[src/include/raster_defs.svh]
`ifndef RASTER_DEFS_SVH
`define RASTER_DEFS_SVH

// Pixel coordinate width
`define RASTER_DIM_BITS 12

// Signed edge coefficient width (a, b, c)
`define RASTER_DATA_BITS 16

// Signed edge value and extent width
`define RASTER_EVAL_BITS 32

// Tile geometry
`define RASTER_TILE_SIZE 8
`define RASTER_QUADS_PER_TILE 16

`define RASTER_MUL_LATENCY 3
`define RASTER_QUAD_FIFO_DEPTH 8

`endif
[src/rtl/raster_pkg.sv]
`include "raster_defs.svh"

package raster_pkg;

    // Signed edge value, also used for extents
    typedef logic signed [`RASTER_EVAL_BITS-1:0] raster_eval_t;

    // First beat of a primitive
    typedef struct packed {
        logic [15:0]                  pid;
        logic [`RASTER_DIM_BITS-1:0]  tile_x;
        logic [`RASTER_DIM_BITS-1:0]  tile_y;
        logic [7:0]                   reserved;
    } raster_hdr_t;

    // Edge equation a*x + b*y + c
    typedef struct packed {
        logic signed [`RASTER_DATA_BITS-1:0] a;
        logic signed [`RASTER_DATA_BITS-1:0] b;
        logic signed [`RASTER_DATA_BITS-1:0] c;
    } raster_edge_t;

    // One command word, header view on beat 0, edge view on beats 1 to 3
    typedef union packed {
        raster_hdr_t  hdr;
        raster_edge_t coef;
    } raster_cmd_u;

    typedef struct packed {
        logic [15:0]                  pid;
        logic [`RASTER_DIM_BITS-1:0]  tile_x;
        logic [`RASTER_DIM_BITS-1:0]  tile_y;
        raster_edge_t [2:0]           edges;
        raster_eval_t [2:0]           extents;
    } raster_prim_t;

    typedef struct packed {
        logic [`RASTER_DIM_BITS-1:0]  pos_x;
        logic [`RASTER_DIM_BITS-1:0]  pos_y;
        logic [3:0]                   mask;
        logic [15:0]                  pid;
    } raster_stamp_t;

endpackage

[src/rtl/raster_quad_queue.sv]
`timescale 1ns/100ps
`include "raster_defs.svh"

module raster_quad_queue import raster_pkg::*; (
    input  logic          clk,
    input  logic          reset,
    input  logic          push,
    input  raster_stamp_t push_stamp,
    output logic          full,
    output logic          out_valid,
    output raster_stamp_t out_stamp,
    input  logic          out_ready,
    output logic          empty
);

    localparam int DEPTH    = `RASTER_QUAD_FIFO_DEPTH;
    localparam int PTR_BITS = $clog2(DEPTH);
    localparam int CNT_BITS = PTR_BITS + 1;
    localparam logic [PTR_BITS-1:0] LAST_PTR  = PTR_BITS'(DEPTH - 1);
    localparam logic [CNT_BITS-1:0] DEPTH_CNT = CNT_BITS'(DEPTH);

    raster_stamp_t       mem [DEPTH];
    logic [PTR_BITS-1:0] wr_ptr;
    logic [PTR_BITS-1:0] rd_ptr;
    logic [CNT_BITS-1:0] count;
    logic                do_push;
    logic                do_pop;

    assign full      = (count == DEPTH_CNT);
    assign empty     = (count == '0);
    assign out_valid = !empty;
    assign out_stamp = mem[rd_ptr];

    assign do_push = push && !full;
    assign do_pop  = out_valid && out_ready;

    always_ff @(posedge clk) begin
        if (reset) begin
            wr_ptr <= '0;
            rd_ptr <= '0;
            count  <= '0;
        end else begin
            if (do_push) begin
                wr_ptr <= (wr_ptr == LAST_PTR) ? '0 : wr_ptr + 1'b1;
            end
            if (do_pop) begin
                rd_ptr <= (rd_ptr == LAST_PTR) ? '0 : rd_ptr + 1'b1;
            end
            // Simultaneous push and pop leave the count alone
            if (do_push && !do_pop) begin
                count <= count + 1'b1;
            end else if (do_pop && !do_push) begin
                count <= count - 1'b1;
            end
        end
    end

    always_ff @(posedge clk) begin
        if (do_push) begin
            mem[wr_ptr] <= push_stamp;
        end
    end

endmodule

[config.mk]
export PLATFORM = sky130hd
export DESIGN_NAME = raster_quad_queue
export DESIGN_NICKNAME = d
export VERILOG_FILES = /design/src/rtl/raster_pkg.sv /design/src/rtl/raster_quad_queue.sv
export VERILOG_INCLUDE_DIRS = /design/src /design/src/include
export SDC_FILE = /design/constraint.sdc
export NUM_CORES = 1
export LEC_CHECK = 0
export ABC_AREA = 1
export ABC_CLOCK_PERIOD_IN_PS = 7000
export BUFFER_PORTS_ARGS = -buffer_cell sky130_fd_sc_hd__buf_2
export CORE_AREA = 2 2 175 220
export DETAILED_ROUTE_END_ITERATION = 8
export DIE_AREA = 0 0 177 222
export SLEW_MARGIN = 20
export SYNTH_ARGS = -nofsm -noshare
export SYNTH_HDL_FRONTEND = slang
export SYNTH_SLANG_ARGS = --single-unit
[constraint.sdc]
create_clock -name clk -period 7 [get_ports clk]
set_input_delay 0.35 -clock clk [delete_from_list [all_inputs] [get_ports clk]]
set_output_delay 0.35 -clock clk [all_outputs]
set_load 0.005 [all_outputs]
# After elaboration in Yosys (flattened, before gate mapping)
# Memories as Yosys holds them, arrays and structs flattened. A register that Yosys moved wholly into a read port is not among the register bits.
# Index checks and enable logic that the tools add are counted.
word_totals:
  register_bits: 10
  ram_bits: 352
  out_inout_bits: 47
  elab_cells: 29
  n_memories: 1
memory_table:
  columns: ["memory", "words", "width", "rd", "rd_clocked_by_memory_dff", "write_ports", "line", "text"]
  rows:
  - ["mem", 8, 44, 1, 1, 1, "raster_quad_queue.sv:22", "raster_stamp_t mem [DEPTH];"]
op_classes:
  n_addsub: 4
  eq_ne: 3
  muxes: 8
  n_reduce_logical: 10
ops:
  columns: ["cell", "n"]
  rows:
  - ["two-way mux 3 bit", 4]
  - ["two-way mux 4 bit", 2]
  - ["adder 3 x 1 -> 3 bit (second input constant)", 2]
  - ["== test 3 bit (second input constant)", 2]
  - ["adder 4 x 1 -> 4 bit (second input constant)", 1]
  - ["== test 4 bit (second input constant)", 1]
  - ["logical AND 1 bit", 4]
  - ["logical NOT 1 bit", 4]
  - ["logical NOT 4 bit", 1]
  - ["subtractor 4 x 1 -> 4 bit (second input constant)", 1]
  - ["two-way mux 1 bit", 2]
  - ["nonzero test 2 bit", 1]

# Logic depth before layout (Yosys ltp)
# Gate-level depths: netlist of run 1.
logic_depth:
  word_depth: 7
  mapped_depth: 14

# Worst setup path after synthesis of run 1
# No wires, ideal clock.
synth_path:
  path_kind: "register to register"
  from: "register count[0]"
  to: "memory mem[0][0] (netlist name) (enable)"
  setup_time_ps: 445
  t_arrival_ps: 2815
  setup_slack_ps: 3739
  path_stages_with_launch: 6
  n_path_buf: 0
  path_cell_list: "dfxtp_1 -> nor2_1 -> nand3_1 -> nand2_1 -> or2_2 -> nor2_1"
synth_via:
  elab_chain_cells: 5
synth_lines:
  columns: ["element", "line", "text"]
  rows:
  - ["from (decl)", "raster_quad_queue.sv:25", "logic [CNT_BITS-1:0] count;"]
  - ["from (signal assigned)", "raster_quad_queue.sv:51", "count <= count + 1'b1;"]
  - ["from (signal assigned)", "raster_quad_queue.sv:53", "count <= count - 1'b1;"]
  - ["== test 4 bit", "raster_quad_queue.sv:29", "assign full = (count == DEPTH_CNT);"]
  - ["logical NOT 1 bit", "raster_quad_queue.sv:34", "assign do_push = push && !full;"]
  - ["logical AND 1 bit", "raster_quad_queue.sv:34", null]
  - ["two-way mux 1 bit", "raster_quad_queue.sv:59", "if (do_push) begin"]
  - ["two-way mux 1 bit (not written as such)", "raster_quad_queue.sv:60", "mem[wr_ptr] <= push_stamp;"]
  - ["to (decl)", "raster_quad_queue.sv:22", null]
# No other way between the ends.

==> results by group, run 1 <==
Setup path
  – CP max-delay cell: buf_4
  – CP top delay family: buffers and inverters
  – Buf+Inv Stages, Crit Path: 2
  – CP max stage delay: 0.96 ns
  – Crit path required time: 6.65 ns
  – CP most frequent cell: nand2_1
  – Worst reg2reg path endpoint: mem[7][10]
  – Worst R2R Path Depth: 7
  – Critical Path End Type: output port
  – R2r setup slk: roughly 4.7 ns
  – CP max FO: 94
  – Setup Crit Path Kind: flop to output port
  – Critical path startpoint category: flop
  – Critical Path Sink: out_stamp[12]
  – CP arrival: between 3 and 4 ns
  – Origin of the critical flop-to-flop path: count[1]
  – CP cell instances: buf_4 > nor2_1 > nor2_1 > o21ai_0 > nand2_1 > nand2_1 > nand2_1 > buf_2
  – Stages on worst setup path: 8

STA
  – Minimum clock period: about 3.6 ns
  – RSZ-0062 raised after global routing: no
  – Clock skew: roughly 0.015 ns
  – Peak Freq: ~280 MHz
  – Slew Viols, Final: 0
  – Final setup vio count: 0
  – Final setup margin: 3.41 ns
  – Final period util: 0.513
  – TNS Setup: 0 ns
  – Hold WS: about 0.06 ns
  – Slew @ Worst Pin: ~1.1 ns
  – Relative slew slack: 0.271
  – Final hold vios: 0

Floorplan
  – Die width: 177 um
  – Initial Utilization: 0.398
  – DIE HEIGHT: 222 um
  – Core box area: about 37,000 sq um
  – # rows: 79
  – # IOs: 95
  – Die area: a little under 40,000 sq um

Yosys
  – Cell variety after synth: 21
  – Synth area leader: edfxtp_1
  – Netlist Area Pre-Place: ~15,000 sq um
  – Top post-synthesis cells by count: nor2_1, edfxtp_1, nand2_1, o21ai_1, o21ai_0
  – Register area share after synthesis: 0.734
  – Top_reg_cell synth: edfxtp_1
  – Ys async rst share: 0
  – Yosys reg bits: between 300 and 400
  – Synth area leaders: edfxtp_1, nor2_1, nand2_1
  – Post-synthesis cell count: between 1,000 and 1,500
  – Most frequent cell after synthesis: nor2_1
  – Number of synthesized flops with an enable pin: roughly 350
  – Syn_area_per_cell: between 10 and 15 sq um
  – Mapped Nets: ~1,300
  – Share of the synthesized area in the top cell type: 0.717
  – Yosys warns: 0

Pwr
  – Pwr/cell area: between 300 and 400 nW/um^2
  – Leak: ~0.0062 uW
  – Peak supply drop: 0.204 mV

Min path
  – Hold path depth: 2
  – HP Class: primary input to flop

Route
  – DRC: 0
  – Vias: ~9,100
  – DRT iter0 DRCs: between 500 and 600
  – Final Routed Wirelength: about 32,000 um
  – Drt wl/cell: ~17 um
  – TritonRoute pass-1 iters: 5
  – Drt via density: between 4 and 5
  – Post-route ant nets: 0

Clock network
  – Post-CTS setup buffer count: 0
  – Clock transition at path regs: 0.06 ns
  – Hold_buf cts: 0
  – Root Driver: clkbuf_16
  – CTS Buf Count: 35
  – Clock Latency Late Sink: 0.53 ns
  – Sink Count: 365
  – H-tree Lvls: 2
  – CTS tree: built
  – Post-CTS Resized: 0
  – Max Buffers Root-to-Sink: 3

Place
  – # port buffers: 94
  – DP HPWL: between 15,000 and 20,000 um
  – GP Congestion: approximately 0.7
  – Cell Area, Placed: around 16,000 sq um
  – Setup WS pre-CTS: around 3.7 ns

GRT
  – Largest net degree at the start of global routing: 110
  – GRT Total Usage: 0.163
  – Vias in the first global route: slightly below 9,000
  – First-pass GRT wire length: 49,200 um
  – Remaining Overflow, GRT: 0
  – Antenna violations before repair: 5

Finish
  – Post-layout util: 0.450
  – Share of cells above drive strength 1: 0.127
  – Layout overhead on the synthesized area: 13.1%
  – Final Instance Area: 16,700 sq um
  – Fin nets: around 1,400

Run
  – Max-cap violations: 0

Run status
  – Status: finished, final reports clean
[per-stage QoR]
| step | total power, uW | std cells |
|---|---|---|
| 3_5_place_dp | 4440 | 1795 |
| 2_1_floorplan | 3890 | 1268 |
| 5_1_grt | 6610 | 1860 |
| 4_1_cts | 6290 | 1859 |
| 6_report | 6200 | 1860 |
| 3_3_place_gp | 4420 | 1795 |
[layout by cell type (no fill, tap or decap), types with 2 or more instances in the layout]
cell       Yosys  routed
nor2_1       376     368
edfxtp_1     352     352
nand2_1      238     238
o21ai_1      124     124
buf_2         16      94
o21ai_0       58      58
clkbuf_16      0      36
inv_1         16      16
buf_4          6      14
dfxtp_1       13      10
nor2_4         0       8
ha_1           7       7
clkbuf_1      10       7
clkinv_2       0       7
clkinv_1       1       7
nand3_1        5       5
a21oi_1        4       4
bufinv_16      0       3
inv_6          0       2
inv_2          2       2
or2_2          2       2
xor2_1         2       2
dfxtp_4        0       2
[logic make-up (layout without fill, tap and decap cells)]
group / count (synthesis) / count (layout) / synth area share
adder cells (fa/ha/maj): 8 / 8 / 0.00730
other: 0 / 1 / 0
AO/OA/AOI/OAI: 186 / 186 / 0.0631
XOR/XNOR: 2 / 2 / 0.00119
AND/OR/NAND/NOR: 621 / 621 / 0.159
flip-flops: 365 / 365 / 0.734
buffers and inverters: 86 / 191 / 0.0352
[routing by layer]
metal  wire, um  global-route usage  vias up
li1           -                   -     4468
met2      16100               0.282      181
met1      13400               0.205     4383
met5         53                   0        -
met3       1590              0.0322       53
met4        698              0.0480        8
[power breakdown]
group	internal (uW)	switching, uW	total, uW
combinational	560	1090	1650
clock	1060	780	1840
sequential	2580	130	2710
total	4200	2000	6200
[flip-flops by register name (all words and copies together), names as in the netlist, named ones only]
signal and cells:
count 4, mem 352, wr_ptr 3, rd_ptr 3
[area by class of cell]
class / count / area, sq um
diodes: 1 / 2.50
clock buffers: 43 / 927
clock inverters: 21 / 195
fillers: 3332 / 20400
inverters: 19 / 76.3
multi-input cells: 817 / 3460
flip-flops and latches: 365 / 10800
well taps: 486 / 608
repair buffers: 108 / 576
[how the worst min path moves through the flow]
| stage | slack (ns) | startpoint | end |
|---|---|---|---|
| floorplan | 0.42 | reset | wr_ptr[0] |
| global placement | 0.49 | rd_ptr[2] | flop |
| detailed placement | 0.50 | rd_ptr[2] | flop |
| CTS | 0.04 | reset | wr_ptr[0] |
| global route | 0.05 | reset | wr_ptr[0] |
| finish | 0.06 | reset | wr_ptr[0] |
(Power assumes the default switching activity.)
==> inputs of run 2 (changes only) <==
--- a/config.mk
+++ b/config.mk
@@ -7,7 +7,7 @@
 export NUM_CORES = 1
 export LEC_CHECK = 0
 export ABC_AREA = 1
-export ABC_CLOCK_PERIOD_IN_PS = 7000
+export ABC_CLOCK_PERIOD_IN_PS = 3500
 export BUFFER_PORTS_ARGS = -buffer_cell sky130_fd_sc_hd__buf_2
 export CORE_AREA = 2 2 175 220
 export DETAILED_ROUTE_END_ITERATION = 8
==> constraint.sdc (replaced) <==
create_clock -name clk -period 3.5 [get_ports clk]
set_input_delay 0.175 -clock clk [delete_from_list [all_inputs] [get_ports clk]]
set_output_delay 0.175 -clock clk [all_outputs]
set_load 0.005 [all_outputs]
==> run 2 against run 1 <==
Sequential share of layout area fell by 1.9 points. Final area increased by 3.1%. Critical path type unchanged. Worst hold slack better by 0.016 ns. Clock power up 93%. Non-clock buffer count rose by 47. Largest power group unchanged.
==> results by group, run 2 (synthesis results as in run 1) <==
Run status
  – Status: finished, final reports clean

Route
  – Final Routed Wirelength: 31,300 um (-1.5%)
  – TritonRoute pass-1 iters: 4 (-1)
  – Drt wl/cell: 16.5 um (-3.5%)
  – Vias: 9,113 (+0.22%)
  – Post-route ant nets: 0 (unchanged)
  – DRT iter0 DRCs: 681 (+23%)
  – DRC: 0 (unchanged)
  – Drt via density: 4.80 (-1.8%)

Floorplan
  – # IOs: 95 (unchanged)
  – Die width: 177 um (unchanged)
  – # rows: 79 (unchanged)
  – Core box area: 37,100 sq um (unchanged)
  – Initial Utilization: 0.398 (unchanged)
  – DIE HEIGHT: 222 um (unchanged)
  – Die area: 39,300 sq um (unchanged)

Clock network
  – CTS Buf Count: 35 (unchanged)
  – Root Driver: clkbuf_16
  – Clock Latency Late Sink: 0.52 ns (about the same)
  – Post-CTS Resized: 0 (unchanged)
  – H-tree Lvls: 2 (unchanged)
  – Max Buffers Root-to-Sink: 3 (unchanged)
  – Hold_buf cts: 46 (+46)
  – Sink Count: 365 (unchanged)
  – Clock transition at path regs: 0.06 ns (about the same)
  – CTS tree: built
  – Post-CTS setup buffer count: 0 (unchanged)

Pwr
  – Leak: 0.00637 uW (+3.1%)
  – Pwr/cell area: 719 nW/um^2 (+93%)
  – Peak supply drop: 0.437 mV (+110%)

Finish
  – Layout filler cell count: 3,363 (+0.93%)
  – Most common cell after layout, fill and taps aside: nor2_1
  – Antenna cell count: 0 (-1)
  – Commonest non-fill, non-tap cells in the layout: nor2_1, edfxtp_1, nand2_1
  – Register with the most flip-flops: mem
  – Largest regs: mem (352), count (4)
  – Share of cells above drive strength 1: 0.118 (-0.00917)
  – Largest register FFs: 352 (unchanged)
  – Layout overhead on the synthesized area: 16.6%
  – Fin nets: 1,449 (+3.4%)

GRT
  – First-pass GRT wire length: 49,300 um (+0.31%)
  – Vias in the first global route: 9,111 (+2.0%)
  – GRT Total Usage: 0.161 (-0.00129)
  – Largest net degree at the start of global routing: 177 (+61%)
  – Antenna violations before repair: 0 (-5)
  – Remaining Overflow, GRT: 0 (unchanged)

Setup path
  – CP arrival: 2.47 ns (-0.77 ns)
  – Setup Crit Path Kind: flop to output port
  – Crit path required time: 3.32 ns (-3.33 ns)
  – Critical Path End Type: output port
  – CP max FO: 82 (-13%)
  – Critical path startpoint category: flop

STA
  – TNS Setup: 0 ns (unchanged)
  – Final hold vios: 0 (unchanged)
  – Minimum clock period: between 2 and 3 ns
  – RSZ-0062 raised after global routing: no
  – Peak Freq: approximately 380 MHz
  – Relative slew slack: 0.320 (+0.0485)
  – Final setup vio count: 0 (unchanged)
  – Hold WS: 0.0760 ns (+0.0156 ns)
  – Slew Viols, Final: 0 (unchanged)
  – Slew @ Worst Pin: 1.02 ns (-0.0743 ns)
  – Clock skew: 0.00940 ns (-0.00560 ns)
  – Final period util: 0.756

Place
  – DP HPWL: 17,000 um (+7.1%)
  – GP Congestion: 0.771 (+9.0%)
  – # port buffers: 94 (unchanged)

Run
  – Max-cap violations: 0 (unchanged)

Min path
  – HP Class: primary input to flop
==> run 2: per-layer routing <==
metal | track usage | up-vias | wire length (um)
li1 | - | 4556 | -
met1 | 0.207 | 4354 | 13700
met2 | 0.278 | 167 | 15500
met3 | 0.0340 | 36 | 1650
met4 | 0.0400 | 0 | 488
met5 | 0 | - | 0
==> run 2: path summary, 6_finish.rpt <==
check             cells after the start      start            to  slack (ns)
setup / recovery                      7       flop  out_stamp[6]        0.85
hold / removal                        4       push     wr_ptr[1]        0.08
setup reg to reg                      6   count[0]    mem[0][43]        1.18
hold reg to reg                       2  rd_ptr[2]          flop        0.51
==> run 2: final cells by class <==
cell class | instances | area (sq um) | area share
clock buffer | 41 | 941 | 0.0547
clock inverter | 15 | 118 | 0.00684
inverter | 19 | 73.8 | 0.00429
multi-input combinational | 817 | 3460 | 0.201
sequential | 365 | 10800 | 0.630
tap | 486 | 608 | 0.0354
timing repair buffer | 155 | 1160 | 0.0672
==> run 2: per-stage QoR <==
step                setup WS [ns]  utilization  cell area [sq um]  power [uW]  std cells
finish                      0.852        0.464              17200       12400       1898
floorplan                   0.239            -              14700        7770       1268
CTS                         0.807        0.464              17200       12500       1898
global placement             1.18        0.423              15700        8890       1796
detailed placement           1.15        0.423              15700        8940       1796
global route                0.648        0.464              17200       13200       1898
==> run 2: power by group <==
group | switching, uW | internal [uW]
clock | 1500 | 2050
combinational | 2330 | 1210
sequential | 128 | 5150
total | 3950 | 8410
==> run 2: worst max-delay path, cell delays in order, from the launching register on <==
cell,delay [ns]
dfxtp_4,0.36
inv_4,0.60
buf_4,0.43
o21ai_0,0.14
nand2_1,0.08
nand2_1,0.07
nand2_1,0.13
buf_2,0.12
